### config.mk
export PLATFORM = sky130hd
export DESIGN_NAME = biu_wb_top
export DESIGN_NICKNAME = d
export VERILOG_FILES = /design/src/biu_pkg.sv /design/src/biu2wb_bridge.sv /design/src/biu_wb_top.sv /design/src/wb_master_arbiter.sv
export SDC_FILE = /design/constraint.sdc
export NUM_CORES = 1
export LEC_CHECK = 0
export ABC_AREA = 1
export BUFFER_PORTS_ARGS = -buffer_cell sky130_fd_sc_hd__buf_4
export CAP_MARGIN = 10
export CORE_AREA = 2 2 152 154
export CTS_CLUSTER_SIZE = 12
export DETAILED_ROUTE_END_ITERATION = 7
export DIE_AREA = 0 0 154 156
export GPL_ROUTABILITY_DRIVEN = 0
export PLACE_DENSITY = 0.73
export SLEW_MARGIN = 0
export SYNTH_ARGS = -nofsm -noshare
export SYNTH_HDL_FRONTEND = slang
export SYNTH_SLANG_ARGS = --single-unit
### constraint.sdc
create_clock -name HCLK -period 6.7 [get_ports HCLK]
set_input_delay 1.34 -clock HCLK [delete_from_list [all_inputs] [get_ports HCLK]]
set_output_delay 1.34 -clock HCLK [all_outputs]
set_load 0.02 [all_outputs]
### src/biu_pkg.sv
//////////////////////////////////////////////////
// widths, bus codes and burst helpers shared by the
// biu bridges, the wishbone arbiter and the testbench
//////////////////////////////////////////////////
package biu_pkg;

  localparam int XLEN = 32;                // data path, fixed

  typedef logic [XLEN-1:0]   data_t;       // one bus word
  typedef logic [XLEN/8-1:0] sel_t;        // byte lanes
  typedef logic [2:0]        biu_type_t;
  typedef logic [2:0]        biu_size_t;
  typedef logic [2:0]        cti_t;
  typedef logic [1:0]        bte_t;
  typedef logic [3:0]        beat_cnt_t;   // beats left, length minus 1

  // biu burst types
  localparam biu_type_t BIU_SINGLE = 3'd0;
  localparam biu_type_t BIU_INCR   = 3'd1;  // runs as one beat
  localparam biu_type_t BIU_WRAP4  = 3'd2;
  localparam biu_type_t BIU_INCR4  = 3'd3;
  localparam biu_type_t BIU_WRAP8  = 3'd4;
  localparam biu_type_t BIU_INCR8  = 3'd5;
  localparam biu_type_t BIU_WRAP16 = 3'd6;
  localparam biu_type_t BIU_INCR16 = 3'd7;

  // transfer sizes
  localparam biu_size_t BIU_BYTE  = 3'd0;
  localparam biu_size_t BIU_HWORD = 3'd1;
  localparam biu_size_t BIU_WORD  = 3'd2;

  // wishbone b3 cycle type identifiers
  localparam cti_t CTI_CLASSIC = 3'b000;
  localparam cti_t CTI_INCR    = 3'b010;
  localparam cti_t CTI_END     = 3'b111;

  // burst type extension
  localparam bte_t BTE_LINEAR = 2'b00;
  localparam bte_t BTE_WRAP4  = 2'b01;
  localparam bte_t BTE_WRAP8  = 2'b10;
  localparam bte_t BTE_WRAP16 = 2'b11;

  // beat count minus 1 for a burst type
  function automatic beat_cnt_t burst_beats(biu_type_t btype);
    case (btype)
      BIU_SINGLE, BIU_INCR:   return 4'd0;
      BIU_WRAP4, BIU_INCR4:   return 4'd3;
      BIU_WRAP8, BIU_INCR8:   return 4'd7;
      BIU_WRAP16, BIU_INCR16: return 4'd15;
      default:                return 4'd0;
    endcase
  endfunction

  function automatic logic burst_wraps(biu_type_t btype);
    return btype inside {BIU_WRAP4, BIU_WRAP8, BIU_WRAP16};
  endfunction

endpackage

### src/biu2wb_bridge.sv
//////////////////////////////////////////////////
// turns one biu strobe port of the core into wishbone
// b3 master cycles, one instance per core port
//////////////////////////////////////////////////
`timescale 1ns/1ps

module biu2wb_bridge #(
  parameter int PLEN = 32
) (
  input  logic               HCLK,
  input  logic               HRESETn,

  // biu side, from the core
  input  logic               biu_stb_i,      // request, held until stb_ack
  output logic               biu_stb_ack_o,  // request taken
  output logic               biu_d_ack_o,    // write beat done, show next data
  input  logic [PLEN-1:0]    biu_adri_i,
  output logic [PLEN-1:0]    biu_adro_o,     // address of the acked beat
  input  biu_pkg::biu_size_t biu_size_i,
  input  biu_pkg::biu_type_t biu_type_i,
  input  logic               biu_we_i,
  input  biu_pkg::data_t     biu_d_i,
  output biu_pkg::data_t     biu_q_o,
  output logic               biu_ack_o,      // one pulse per beat
  output logic               biu_err_o,      // burst aborted

  // wishbone master side
  output logic               wb_cyc_o,
  output logic               wb_stb_o,
  output logic               wb_we_o,
  output logic [PLEN-1:0]    wb_adr_o,
  output biu_pkg::data_t     wb_dat_o,
  output biu_pkg::sel_t      wb_sel_o,
  output biu_pkg::cti_t      wb_cti_o,
  output biu_pkg::bte_t      wb_bte_o,
  input  biu_pkg::data_t     wb_dat_i,
  input  logic               wb_ack_i,
  input  logic               wb_err_i
);

  import biu_pkg::*;

  typedef enum logic [1:0] {
    IDLE,   // waiting for a strobe
    BEAT,   // stb out, waiting for ack or err
    GAP     // stb low, next beat loading
  } state_t;

  state_t    state;
  beat_cnt_t beat_cnt;    // beats left after the current one
  biu_size_t size_q;      // size of the running burst
  logic      accept;
  logic      beat_done;
  logic      last_beat;

  //////////////////////////////////////////////////
  // helpers
  //////////////////////////////////////////////////

  // lanes from size and the low address bits
  function automatic sel_t byte_sel(biu_size_t size, logic [1:0] lane);
    case (size)
      BIU_BYTE:  return sel_t'(4'b0001 << lane);
      BIU_HWORD: return lane[1] ? 4'b1100 : 4'b0011;
      BIU_WORD:  return 4'b1111;
      default:   return 4'b1111;
    endcase
  endfunction

  // next word address, wrap keeps the bits above the block
  function automatic logic [PLEN-1:0] next_addr(logic [PLEN-1:0] adr, bte_t bte);
    logic [PLEN-1:0] inc;
    inc = (adr + PLEN'(4)) & ~PLEN'(3);
    case (bte)
      BTE_WRAP4:  return {adr[PLEN-1:4], inc[3:0]};   // 16 byte block
      BTE_WRAP8:  return {adr[PLEN-1:5], inc[4:0]};   // 32 byte block
      BTE_WRAP16: return {adr[PLEN-1:6], inc[5:0]};   // 64 byte block
      default:    return inc;
    endcase
  endfunction

  function automatic bte_t wrap_bte(biu_type_t btype);
    if (!burst_wraps(btype)) return BTE_LINEAR;
    case (burst_beats(btype))
      4'd3:    return BTE_WRAP4;
      4'd7:    return BTE_WRAP8;
      default: return BTE_WRAP16;
    endcase
  endfunction

  //////////////////////////////////////////////////
  // handshakes
  //////////////////////////////////////////////////

  assign accept    = (state == IDLE) & biu_stb_i;
  assign beat_done = wb_stb_o & wb_ack_i & ~wb_err_i;  // err wins over ack
  assign last_beat = (beat_cnt == '0);

  assign wb_cyc_o = (state != IDLE);   // high over the whole burst
  assign wb_stb_o = (state == BEAT);

  assign biu_stb_ack_o = accept;
  assign biu_d_ack_o   = beat_done & wb_we_o;
  assign biu_ack_o     = beat_done;
  assign biu_err_o     = wb_stb_o & wb_err_i;
  assign biu_q_o       = wb_dat_i;    // read data straight through
  assign biu_adro_o    = wb_adr_o;

  //////////////////////////////////////////////////
  // beat sequencing
  //////////////////////////////////////////////////

  always_ff @(posedge HCLK or negedge HRESETn) begin
    if (!HRESETn) begin
      state    <= IDLE;
      beat_cnt <= '0;
      wb_we_o  <= 1'b0;
    end else begin
      case (state)
        IDLE: begin
          if (biu_stb_i) begin
            state    <= BEAT;
            beat_cnt <= burst_beats(biu_type_i);
            wb_we_o  <= biu_we_i;
          end
        end
        BEAT: begin
          if (wb_err_i) begin
            state    <= IDLE;     // abort, no more beats
            beat_cnt <= '0;
          end else if (wb_ack_i) begin
            if (last_beat) begin
              state <= IDLE;
            end else begin
              state    <= GAP;
              beat_cnt <= beat_cnt - 1'b1;
            end
          end
        end
        GAP:     state <= BEAT;   // one idle stb cycle
        default: state <= IDLE;
      endcase
    end
  end

  // address, data and qualifiers of the beat on the bus
  always_ff @(posedge HCLK) begin
    if (accept) begin
      wb_adr_o <= biu_adri_i;
      wb_dat_o <= biu_d_i;                  // beat 0 write data
      wb_sel_o <= byte_sel(biu_size_i, biu_adri_i[1:0]);
      wb_cti_o <= (burst_beats(biu_type_i) == '0) ? CTI_CLASSIC : CTI_INCR;
      wb_bte_o <= wrap_bte(biu_type_i);
      size_q   <= biu_size_i;
    end else if (state == GAP) begin
      wb_adr_o <= next_addr(wb_adr_o, wb_bte_o);
      wb_dat_o <= biu_d_i;                  // core moved on after d_ack
      wb_sel_o <= byte_sel(size_q, 2'b00);  // later beats are word aligned
      wb_cti_o <= last_beat ? CTI_END : CTI_INCR;
    end
  end

endmodule

### src/biu_wb_top.sv
//////////////////////////////////////////////////
// core bus interface: instruction and data bridges
// merged onto one external wishbone master port
//////////////////////////////////////////////////
`timescale 1ns/1ps

module biu_wb_top #(
  parameter int PLEN = 32
) (
  input  logic               HCLK,
  input  logic               HRESETn,

  // instruction fetch port
  input  logic               ibiu_stb_i,
  output logic               ibiu_stb_ack_o,
  output logic               ibiu_d_ack_o,
  input  logic [PLEN-1:0]    ibiu_adri_i,
  output logic [PLEN-1:0]    ibiu_adro_o,
  input  biu_pkg::biu_size_t ibiu_size_i,
  input  biu_pkg::biu_type_t ibiu_type_i,
  input  logic               ibiu_we_i,
  input  biu_pkg::data_t     ibiu_d_i,
  output biu_pkg::data_t     ibiu_q_o,
  output logic               ibiu_ack_o,
  output logic               ibiu_err_o,

  // load/store port
  input  logic               dbiu_stb_i,
  output logic               dbiu_stb_ack_o,
  output logic               dbiu_d_ack_o,
  input  logic [PLEN-1:0]    dbiu_adri_i,
  output logic [PLEN-1:0]    dbiu_adro_o,
  input  biu_pkg::biu_size_t dbiu_size_i,
  input  biu_pkg::biu_type_t dbiu_type_i,
  input  logic               dbiu_we_i,
  input  biu_pkg::data_t     dbiu_d_i,
  output biu_pkg::data_t     dbiu_q_o,
  output logic               dbiu_ack_o,
  output logic               dbiu_err_o,

  // external wishbone master
  output logic               wb_cyc_o,
  output logic               wb_stb_o,
  output logic               wb_we_o,
  output logic [PLEN-1:0]    wb_adr_o,
  output biu_pkg::data_t     wb_dat_o,
  output biu_pkg::sel_t      wb_sel_o,
  output biu_pkg::cti_t      wb_cti_o,
  output biu_pkg::bte_t      wb_bte_o,
  input  biu_pkg::data_t     wb_dat_i,
  input  logic               wb_ack_i,
  input  logic               wb_err_i
);

  import biu_pkg::*;

  // bridge to arbiter links, i for fetch, d for load/store
  logic            iwb_cyc, iwb_stb, iwb_we, iwb_ack, iwb_err;
  logic            dwb_cyc, dwb_stb, dwb_we, dwb_ack, dwb_err;
  logic [PLEN-1:0] iwb_adr, dwb_adr;
  data_t           iwb_dat_w, iwb_dat_r;   // write out, read back
  data_t           dwb_dat_w, dwb_dat_r;
  sel_t            iwb_sel, dwb_sel;
  cti_t            iwb_cti, dwb_cti;
  bte_t            iwb_bte, dwb_bte;

  biu2wb_bridge #(.PLEN(PLEN)) ibridge0 (
    .HCLK          (HCLK),
    .HRESETn       (HRESETn),
    .biu_stb_i     (ibiu_stb_i),
    .biu_stb_ack_o (ibiu_stb_ack_o),
    .biu_d_ack_o   (ibiu_d_ack_o),
    .biu_adri_i    (ibiu_adri_i),
    .biu_adro_o    (ibiu_adro_o),
    .biu_size_i    (ibiu_size_i),
    .biu_type_i    (ibiu_type_i),
    .biu_we_i      (ibiu_we_i),
    .biu_d_i       (ibiu_d_i),
    .biu_q_o       (ibiu_q_o),
    .biu_ack_o     (ibiu_ack_o),
    .biu_err_o     (ibiu_err_o),
    .wb_cyc_o      (iwb_cyc),
    .wb_stb_o      (iwb_stb),
    .wb_we_o       (iwb_we),
    .wb_adr_o      (iwb_adr),
    .wb_dat_o      (iwb_dat_w),
    .wb_sel_o      (iwb_sel),
    .wb_cti_o      (iwb_cti),
    .wb_bte_o      (iwb_bte),
    .wb_dat_i      (iwb_dat_r),
    .wb_ack_i      (iwb_ack),
    .wb_err_i      (iwb_err)
  );

  biu2wb_bridge #(.PLEN(PLEN)) dbridge0 (
    .HCLK          (HCLK),
    .HRESETn       (HRESETn),
    .biu_stb_i     (dbiu_stb_i),
    .biu_stb_ack_o (dbiu_stb_ack_o),
    .biu_d_ack_o   (dbiu_d_ack_o),
    .biu_adri_i    (dbiu_adri_i),
    .biu_adro_o    (dbiu_adro_o),
    .biu_size_i    (dbiu_size_i),
    .biu_type_i    (dbiu_type_i),
    .biu_we_i      (dbiu_we_i),
    .biu_d_i       (dbiu_d_i),
    .biu_q_o       (dbiu_q_o),
    .biu_ack_o     (dbiu_ack_o),
    .biu_err_o     (dbiu_err_o),
    .wb_cyc_o      (dwb_cyc),
    .wb_stb_o      (dwb_stb),
    .wb_we_o       (dwb_we),
    .wb_adr_o      (dwb_adr),
    .wb_dat_o      (dwb_dat_w),
    .wb_sel_o      (dwb_sel),
    .wb_cti_o      (dwb_cti),
    .wb_bte_o      (dwb_bte),
    .wb_dat_i      (dwb_dat_r),
    .wb_ack_i      (dwb_ack),
    .wb_err_i      (dwb_err)
  );

  // fetch on m0 so it wins the first contention
  wb_master_arbiter #(.PLEN(PLEN)) arb0 (
    .HCLK     (HCLK),
    .HRESETn  (HRESETn),
    .m0_cyc_i (iwb_cyc),
    .m0_stb_i (iwb_stb),
    .m0_we_i  (iwb_we),
    .m0_adr_i (iwb_adr),
    .m0_dat_i (iwb_dat_w),
    .m0_sel_i (iwb_sel),
    .m0_cti_i (iwb_cti),
    .m0_bte_i (iwb_bte),
    .m0_ack_o (iwb_ack),
    .m0_err_o (iwb_err),
    .m0_dat_o (iwb_dat_r),
    .m1_cyc_i (dwb_cyc),
    .m1_stb_i (dwb_stb),
    .m1_we_i  (dwb_we),
    .m1_adr_i (dwb_adr),
    .m1_dat_i (dwb_dat_w),
    .m1_sel_i (dwb_sel),
    .m1_cti_i (dwb_cti),
    .m1_bte_i (dwb_bte),
    .m1_ack_o (dwb_ack),
    .m1_err_o (dwb_err),
    .m1_dat_o (dwb_dat_r),
    .wb_cyc_o (wb_cyc_o),
    .wb_stb_o (wb_stb_o),
    .wb_we_o  (wb_we_o),
    .wb_adr_o (wb_adr_o),
    .wb_dat_o (wb_dat_o),
    .wb_sel_o (wb_sel_o),
    .wb_cti_o (wb_cti_o),
    .wb_bte_o (wb_bte_o),
    .wb_dat_i (wb_dat_i),
    .wb_ack_i (wb_ack_i),
    .wb_err_i (wb_err_i)
  );

endmodule

### src/wb_master_arbiter.sv
//////////////////////////////////////////////////
// shares one wishbone bus between two masters,
// alternating priority, grant held per cycle
//////////////////////////////////////////////////
`timescale 1ns/1ps

module wb_master_arbiter #(
  parameter int PLEN = 32
) (
  input  logic            HCLK,
  input  logic            HRESETn,

  // master 0, instruction bridge
  input  logic            m0_cyc_i,
  input  logic            m0_stb_i,
  input  logic            m0_we_i,
  input  logic [PLEN-1:0] m0_adr_i,
  input  biu_pkg::data_t  m0_dat_i,
  input  biu_pkg::sel_t   m0_sel_i,
  input  biu_pkg::cti_t   m0_cti_i,
  input  biu_pkg::bte_t   m0_bte_i,
  output logic            m0_ack_o,
  output logic            m0_err_o,
  output biu_pkg::data_t  m0_dat_o,

  // master 1, data bridge
  input  logic            m1_cyc_i,
  input  logic            m1_stb_i,
  input  logic            m1_we_i,
  input  logic [PLEN-1:0] m1_adr_i,
  input  biu_pkg::data_t  m1_dat_i,
  input  biu_pkg::sel_t   m1_sel_i,
  input  biu_pkg::cti_t   m1_cti_i,
  input  biu_pkg::bte_t   m1_bte_i,
  output logic            m1_ack_o,
  output logic            m1_err_o,
  output biu_pkg::data_t  m1_dat_o,

  // shared bus
  output logic            wb_cyc_o,
  output logic            wb_stb_o,
  output logic            wb_we_o,
  output logic [PLEN-1:0] wb_adr_o,
  output biu_pkg::data_t  wb_dat_o,
  output biu_pkg::sel_t   wb_sel_o,
  output biu_pkg::cti_t   wb_cti_o,
  output biu_pkg::bte_t   wb_bte_o,
  input  biu_pkg::data_t  wb_dat_i,
  input  logic            wb_ack_i,
  input  logic            wb_err_i
);

  import biu_pkg::*;

  logic [1:0] gnt;       // {m1, m0}, 00 while the bus is free
  logic       last_m1;   // m1 won the last grant
  logic       pick_m1;   // winner if granted now
  logic       own_cyc;   // owner still in its cycle

  // contention goes to the port not served last
  always_comb begin
    if (m0_cyc_i && m1_cyc_i) pick_m1 = ~last_m1;
    else                      pick_m1 = m1_cyc_i;
  end

  assign own_cyc = gnt[1] ? m1_cyc_i : m0_cyc_i;

  always_ff @(posedge HCLK or negedge HRESETn) begin
    if (!HRESETn) begin
      gnt     <= 2'b00;
      last_m1 <= 1'b1;   // so instruction port goes first
    end else if (gnt == 2'b00) begin
      if (m0_cyc_i || m1_cyc_i) begin
        gnt     <= pick_m1 ? 2'b10 : 2'b01;
        last_m1 <= pick_m1;
      end
    end else if (!own_cyc) begin
      gnt <= 2'b00;      // owner dropped cyc
    end
  end

  //////////////////////////////////////////////////
  // request path, owner to shared bus
  //////////////////////////////////////////////////

  always_comb begin
    wb_cyc_o = 1'b0;
    wb_stb_o = 1'b0;
    wb_we_o  = 1'b0;
    wb_adr_o = '0;
    wb_dat_o = '0;
    wb_sel_o = '0;
    wb_cti_o = '0;
    wb_bte_o = '0;
    if (gnt[0]) begin
      wb_cyc_o = m0_cyc_i;
      wb_stb_o = m0_stb_i;
      wb_we_o  = m0_we_i;
      wb_adr_o = m0_adr_i;
      wb_dat_o = m0_dat_i;
      wb_sel_o = m0_sel_i;
      wb_cti_o = m0_cti_i;
      wb_bte_o = m0_bte_i;
    end else if (gnt[1]) begin
      wb_cyc_o = m1_cyc_i;
      wb_stb_o = m1_stb_i;
      wb_we_o  = m1_we_i;
      wb_adr_o = m1_adr_i;
      wb_dat_o = m1_dat_i;
      wb_sel_o = m1_sel_i;
      wb_cti_o = m1_cti_i;
      wb_bte_o = m1_bte_i;
    end
  end

  // responses reach the owner only
  assign m0_ack_o = gnt[0] & wb_ack_i;
  assign m0_err_o = gnt[0] & wb_err_i;
  assign m0_dat_o = gnt[0] ? wb_dat_i : '0;
  assign m1_ack_o = gnt[1] & wb_ack_i;
  assign m1_err_o = gnt[1] & wb_err_i;
  assign m1_dat_o = gnt[1] ? wb_dat_i : '0;

endmodule
==> results.toml, run 1 <==
[clock_tree]
htreeDepth = 4
numCtsBuffers = 17
cts_resized = 0
cts_hold_buf = 0
cts.sinks = 167
cts_setup_buffers = 0
cts_tree = "built"
clk_path_buf_depth = 2
cts_root_buf = "clkbuf_16"
worstSkewPairLatency_ps = 430
cts.reportedPaths.clkPinSlew_ps = 60

[drt]
drtIter0Drc = 888
dr.max_layer_used = "met4"
drc = 0
route.met2.wl_um = 17300
m1WireLength_um = 13500
wl_per_cell_um = 18.0
wirelength_um = 34800
viasPerCell = 5.13
vias = 9888
drt-pass1-iter-count = 6
wl_met3_um = 2580
ant_nets = 0

[power]
pwr-share-comb = 0.493
ir_drop_mv = 0.255
power-per-cell-area_nw_per_um2 = 392
p_switching_mw = 2.36
leakage_nw = 6.84
total_power_mw = 5.27
pwr-share-clk = 0.185
sw_frac_of_total = 0.447
seq_power_share = 0.322
intPower_mw = 2.91

[min_path]
hold_class = "register to register"
hp-start = "arb0.last_m1$_DFFE_PN1P_"
min_delay_worst_endpoint = "arb0.last_m1$_DFFE_PN1P_"
holdPathStages = 2

[synthesis]
synth_nets = 1438
synth_warnings = 0
yosysSeqAreaShare = 0.509
synth.distinct_cells = 31
syn-cell-area_um2 = 9690
synthCells = 1254
syn_avg_cell_area_um2 = 7.73
synth-seq-cells = 167

[die]
core_um2 = 22400
dieWidth_um = 154
fp.dieArea_um2 = 24000
rows = 55
initial_core_util = 0.433
ios = 392
dieHeight_um = 156

[run_status]
status = "finished clean"

[grt]
grt_start_max_net_pins = 84
grt_first_pass_wirelength_um = 51700
antenna_found_initial = 3
overflow = 0
grt_use_total = 0.284
first_global_vias = 9209

[placed_design]
port_buffers = 391
pre_cts_slack_ps = 2880
placed_cells = 1893
dpl_cell_area_um2 = 12900
hpwl_um = 26900

[timing]
finalHoldViolations = 0
finalCritPeriodShare = 0.575
tightest_slew_ps = 923
finalSetupTns_ps = 0
maxSlewViolCount = 0
min_period_ps = 3850
rsz0062_at_grt = "false"
setup_viol = 0
layout_setup_ws_ps = 2850
finClkSkew_ps = 16.8
slew_headroom = 0.383
clock.fmax_mhz = 260

[critical_path]
r2r_slack_ps = 3770
worstPathArrival_ps = 2510
critPathKind = "register to primary output"
reg2regPathDepth = 8
required_ps = 5360
crit_path_max_fanout = 29
start_kind = "register"
r2r-end = "dbridge0.biu_adro_o[16]$_DFFE_PP_"
endpoint_kind = "primary output"
r2r_start = "dbridge0.state[0]$_DFFE_PN0P_"

[final_layout]
final_common_cell = "nand2_1"
drive_above_1_share = 0.295
fill_cells = 2038
layoutNonFillerInstCount = 1928
final_cell_mix = "nand2_1 (513), buf_4 (399), inv_1 (155)"
final_area_um2 = 13500
syn_to_final_growth_pct = 38.8
fin_nets = 1811

[job]
timing.max_cap.violations = 0
worst max path at each step:
stage | start | to | slack (ps) | cells after the start
global route | arb0.gnt[1]$_DFFE_PN0P_ | wb_adr_o[9] | 2710 | 3
global placement | dbiu_stb_i | dbiu_stb_ack_o | 2910 | 4
detailed placement | dbiu_stb_i | dbiu_stb_ack_o | 2880 | 4
CTS | arb0.gnt[1]$_DFFE_PN0P_ | wb_adr_o[6] | 2840 | 3
finish | arb0.gnt[1]$_DFFE_PN0P_ | wb_adr_o[6] | 2850 | 3
floorplan | ibiu_stb_i | ibridge0.biu_adro_o[10]$_DFFE_PP_ | 970 | 4
critical path, stage by stage (launching register included):
cell	delay [ps]
dfrtp_2	740
nand2_1	700
o22ai_1	430
buf_4	210
cell usage after synthesis:
cell type    n  area (um2)
nand3b_1     1        7.51
edfxtp_1   150        4500
o21ai_1      5        25.0
a31oi_1      7        43.8
nor2_8       3        60.1
xnor2_1      5        43.8
dfrtp_1     16         400
o31ai_1      2        15.0
buf_6        1        11.3
nor2_2      12        75.1
nand2_4      2        22.5
buf_2       19        95.1
xor2_1      20         175
nand3_2      1        10.0
a21oi_1      9        45.0
inv_2        5        18.8
o21ai_0     42         210
inv_1      156         586
nand3_1    102         510
nor2_4      10         113
or2_2        1        6.26
clkbuf_1    14        52.6
dfstp_2      1        26.3
o22ai_1     22         138
ha_1         4        50.1
buf_1       10        37.5
nand2_2     10        62.6
nor2_1     108         405
nand2_1    513        1930
nor3_1       2        10.0
buf_4        1        7.51
layout make-up:
cell class,count,area (um2),share of cell area
Sequential cell,167,4930,0.367
Inverter,161,604,0.0449
Clock buffer,18,439,0.0326
Tap cell,285,357,0.0265
Antenna cell,3,7.51,0.000558
Timing Repair Buffer,399,3000,0.223
Multi-Input combinational cell,881,3980,0.296
Clock inverter,14,136,0.0101
power groups by stage:
stage / logic [mW] / registers (mW) / clock network (mW)
CTS: 2.61 / 1.69 / 0.993
global route: 2.82 / 1.72 / 1.03
floorplan: 1.49 / 1.72 / 0
detailed placement: 2.60 / 1.71 / 0
global placement: 2.55 / 1.71 / 0
finish: 2.60 / 1.70 / 0.975
logic make-up (layout without fill, tap and decap cells):
kind of cell | Yosys count | after routing | share of synthesized area
compound gates | 87 | 87 | 0.0492
xor+xnor | 25 | 25 | 0.0226
fa+ha+maj | 4 | 4 | 0.00516
buf+inv | 206 | 592 | 0.0834
flops | 167 | 167 | 0.509
other cells | 0 | 3 | 0
simple gates | 765 | 765 | 0.331
metrics by stage:
| stage | hold WS [ps] | util |
|---|---|---|
| 3_5_place_dp | 466 | 0.576 |
| 6_report | 473 | 0.602 |
| 2_1_floorplan | 448 | - |
| 5_1_grt | 511 | 0.602 |
| 4_1_cts | 475 | 0.601 |
| 3_3_place_gp | 460 | 0.576 |
registers in the layout, indices dropped and copies added, names as in the netlist:
| register | cells |
|---|---|
| arb0.gnt | 2 |
| arb0.last_m1 | 1 |
| dbridge0.beat_cnt | 4 |
| dbridge0.biu_adro_o | 32 |
| dbridge0.size_q | 3 |
| dbridge0.state | 2 |
| dbridge0.wb_bte_o | 2 |
| dbridge0.wb_cti_o | 2 |
| dbridge0.wb_dat_o | 32 |
| dbridge0.wb_sel_o | 4 |
| dbridge0.wb_we_o | 1 |
| ibridge0.beat_cnt | 4 |
| ibridge0.biu_adro_o | 32 |
| ibridge0.size_q | 3 |
| ibridge0.state | 2 |
| ibridge0.wb_bte_o | 2 |
| ibridge0.wb_cti_o | 2 |
| ibridge0.wb_dat_o | 32 |
| ibridge0.wb_sel_o | 4 |
| ibridge0.wb_we_o | 1 |
layer usage:
layer	vias to the layer above	global-route usage
met5	-	0
met4	0	0.139
met3	86	0.0517
met2	491	0.486
met1	4587	0.347
li1	4724	-
Note: power is estimated with default switching activity, not from simulation.
==> run 2, diff against run 1 <==
--- a/config.mk
+++ b/config.mk
@@ -5,15 +5,15 @@
 export SDC_FILE = /design/constraint.sdc
 export NUM_CORES = 1
 export LEC_CHECK = 0
-export ABC_AREA = 1
+export ABC_AREA = 0
 export BUFFER_PORTS_ARGS = -buffer_cell sky130_fd_sc_hd__buf_4
 export CAP_MARGIN = 10
-export CORE_AREA = 2 2 152 154
+export CORE_AREA = 2 2 151 153
 export CTS_CLUSTER_SIZE = 12
 export DETAILED_ROUTE_END_ITERATION = 7
-export DIE_AREA = 0 0 154 156
+export DIE_AREA = 0 0 153 155
 export GPL_ROUTABILITY_DRIVEN = 0
-export PLACE_DENSITY = 0.73
+export PLACE_DENSITY = 0.68
 export SLEW_MARGIN = 0
 export SYNTH_ARGS = -nofsm -noshare
 export SYNTH_HDL_FRONTEND = slang
==> constraint.sdc (replaced) <==
create_clock -name HCLK -period 3.9 [get_ports HCLK]
set_input_delay 0.78 -clock HCLK [delete_from_list [all_inputs] [get_ports HCLK]]
set_output_delay 0.78 -clock HCLK [all_outputs]
set_load 0.02 [all_outputs]
==> run 2 against run 1 <==
Register-to-register slack worse by 2200 ps; clock skew about the same; synthesized cell count shrank 38%; sequential cell count stayed put; clock power up 70%; routed wire length is 18% lower; clock-buffer cell count is 1 lower; sequential power increased by 78%; highest routed layer is now met5; final area fell by 7.9%; die area fell by 1.3%.
==> results.toml, run 2 <==
[run_status]
status = "finished clean"

[power]
intPower_mw = 5.24
pwr-share-comb = 0.485
sw_frac_of_total = 0.423
p_switching_mw = 3.84
pwr-share-clk = 0.183
seq_power_share = 0.332
ir_drop_mv = 0.320
power-per-cell-area_nw_per_um2 = 733
total_power_mw = 9.09
leakage_nw = 5.20

[critical_path]
required_ps = 3120
slowest_delay_ps = 370
path_buf_inv = 3
cp_top_family = "buffers and inverters"
worstPathArrival_ps = 2120
start_kind = "register"
crit_path_max_fanout = 44
endpoint_kind = "primary output"
cpMostUsedCell = "buf_4"
critPathKind = "register to primary output"
crit_chain = "buf_4 -> nor2b_4 -> buf_4 -> a22o_1 -> buf_4"
cp_slowest_cell = "buf_4"
r2r_slack_ps = 1560

[clock_tree]
numCtsBuffers = 17
clk_path_buf_depth = 2
worstSkewPairLatency_ps = 430
cts.sinks = 167
cts.reportedPaths.clkPinSlew_ps = 70
cts_setup_buffers = 0
cts_hold_buf = 0
cts_tree = "built"
cts_resized = 0
cts_root_buf = "clkbuf_16"
htreeDepth = 4

[synthesis]
yosysTopAreaCellShare = 0.526
synthTopCellsByArea = "edfxtp_1 (53%), a22o_1 (7.9%), and2_1 (4.9%)"
synth_warnings = 0
yosysSeqAreaShare = 0.576
ys.flop_type = "edfxtp_1"
synth-seq-cells = 167
yosys-top-cells-count = "edfxtp_1 (150), nand2_1 (96), a22o_1 (77)"
syn-cell-area_um2 = 8560
synth.most_common_cell = "edfxtp_1"
synth.distinct_cells = 49
syn_avg_cell_area_um2 = 11.1
synth_top_area_cell = "edfxtp_1"
synth_nets = 957
synth_edf_count = 150
synthCells = 773
synthArstFlopShare = 0.102

[final_layout]
drive_above_1_share = 0.388
fin_nets = 1338
fill_cells = 1961
final_common_cell = "buf_4"
syn_to_final_growth_pct = 44.8
final_cell_mix = "buf_4 (405), edfxtp_1 (150), nand2_1 (96)"
final_area_um2 = 12400
fin_util = 0.558
n_antenna_cell = 0

[drt]
vias = 7612
ant_nets = 0
wirelength_um = 28400
drtIter0Drc = 447
wl_per_cell_um = 19.5
drc = 0
drt-pass1-iter-count = 5
viasPerCell = 5.25

[placed_design]
port_buffers = 391
hpwl_um = 21300
dpl_cell_area_um2 = 11800

[timing]
slew_headroom = 0.355
tightest_slew_ps = 967
finalHoldViolations = 0
finalCritPeriodShare = 0.745
rsz0062_at_grt = "false"
clock.fmax_mhz = 344
hold_slack_ps = 206
finalSetupTns_ps = 0
setup_viol = 0
finClkSkew_ps = 16.9
min_period_ps = 2900
maxSlewViolCount = 0

[grt]
grt_start_max_net_pins = 54
first_global_vias = 7448
grt_first_pass_wirelength_um = 42600
grt_use_total = 0.232
antenna_found_initial = 1
overflow = 0

[die]
dieWidth_um = 153
ios = 392
dieHeight_um = 155
core_um2 = 22200
initial_core_util = 0.385
rows = 55
fp.dieArea_um2 = 23700

[job]
timing.max_cap.violations = 0

[min_path]
hold_class = "input pin to async pin"
run 2: metal layers:
| layer | up-vias | wire [um] | global-route usage |
|---|---|---|---|
| li1 | 3615 | - | - |
| met1 | 3628 | 11800 | 0.305 |
| met2 | 325 | 13400 | 0.371 |
| met3 | 42 | 2540 | 0.0772 |
| met4 | 2 | 626 | 0.0639 |
| met5 | - | 13 | 0 |
run 2: final timing paths:
check	from	to	depth (start not counted)
worst max-delay path	arb0.gnt[1]$_DFFE_PN0P_	wb_cti_o[2]	5
worst min-delay path	HRESETn	ibridge0.state[1]$_DFFE_PN0P_	1
worst max register to register	dbridge0.state[0]$_DFFE_PN0P_	dbridge0.biu_adro_o[21]$_DFFE_PP_	7
worst min register to register	arb0.last_m1$_DFFE_PN1P_	arb0.last_m1$_DFFE_PN1P_	2
max in group asynchronous	HRESETn	arb0.last_m1$_DFFE_PN1P_	1
min in group HCLK	ibiu_d_i[14]	ibridge0.wb_dat_o[14]$_DFFE_PP_	1
run 2: worst reg2reg max path: cells and delay by family, from the launching register on:
| family | cells | cell delay [ps] |
|---|---|---|
| simple gates | 2 | 490 |
| compound gates | 1 | 160 |
| flops | 1 | 460 |
| buf+inv | 4 | 980 |
run 2: cell families (layout without fill, tap and decap cells):
family | count (synthesis) | in the layout | share of synthesized area
XOR/XNOR | 55 | 55 | 0.0563
AND/OR/NAND/NOR | 304 | 304 | 0.184
flip-flops | 167 | 167 | 0.576
AO/OA/AOI/OAI | 182 | 182 | 0.148
buffers and inverters | 59 | 452 | 0.0273
adder cells (fa/ha/maj) | 4 | 4 | 0.00585
multiplexers | 2 | 2 | 0.00248
run 2: power by group through the flow:
stage	Clock [mW]	Combinational, mW	Sequential [mW]
after floorplan	0	2.47	3.05
after global placement	0	4.39	3.03
after detailed placement	0	4.42	3.05
after CTS	1.69	4.44	3.01
after global routing	1.77	4.75	3.08
final	1.66	4.40	3.02
run 2: through the flow:
step | setup slack [ps] | instances
2_1_floorplan | 318 | 773
3_3_place_gp | 1330 | 1420
3_5_place_dp | 1320 | 1420
4_1_cts | 972 | 1451
5_1_grt | 864 | 1451
6_report | 996 | 1451
run 2: area by class of cell:
| cell class | instances | area (um2) | area share |
|---|---|---|---|
| clock inverters | 14 | 148 | 0.0119 |
| multi-input cells | 547 | 3410 | 0.275 |
| flip-flops and latches | 167 | 4930 | 0.398 |
| inverters | 15 | 56.3 | 0.00454 |
| well taps | 285 | 357 | 0.0288 |
| repair buffers | 406 | 3060 | 0.247 |
| clock buffers | 17 | 425 | 0.0343 |
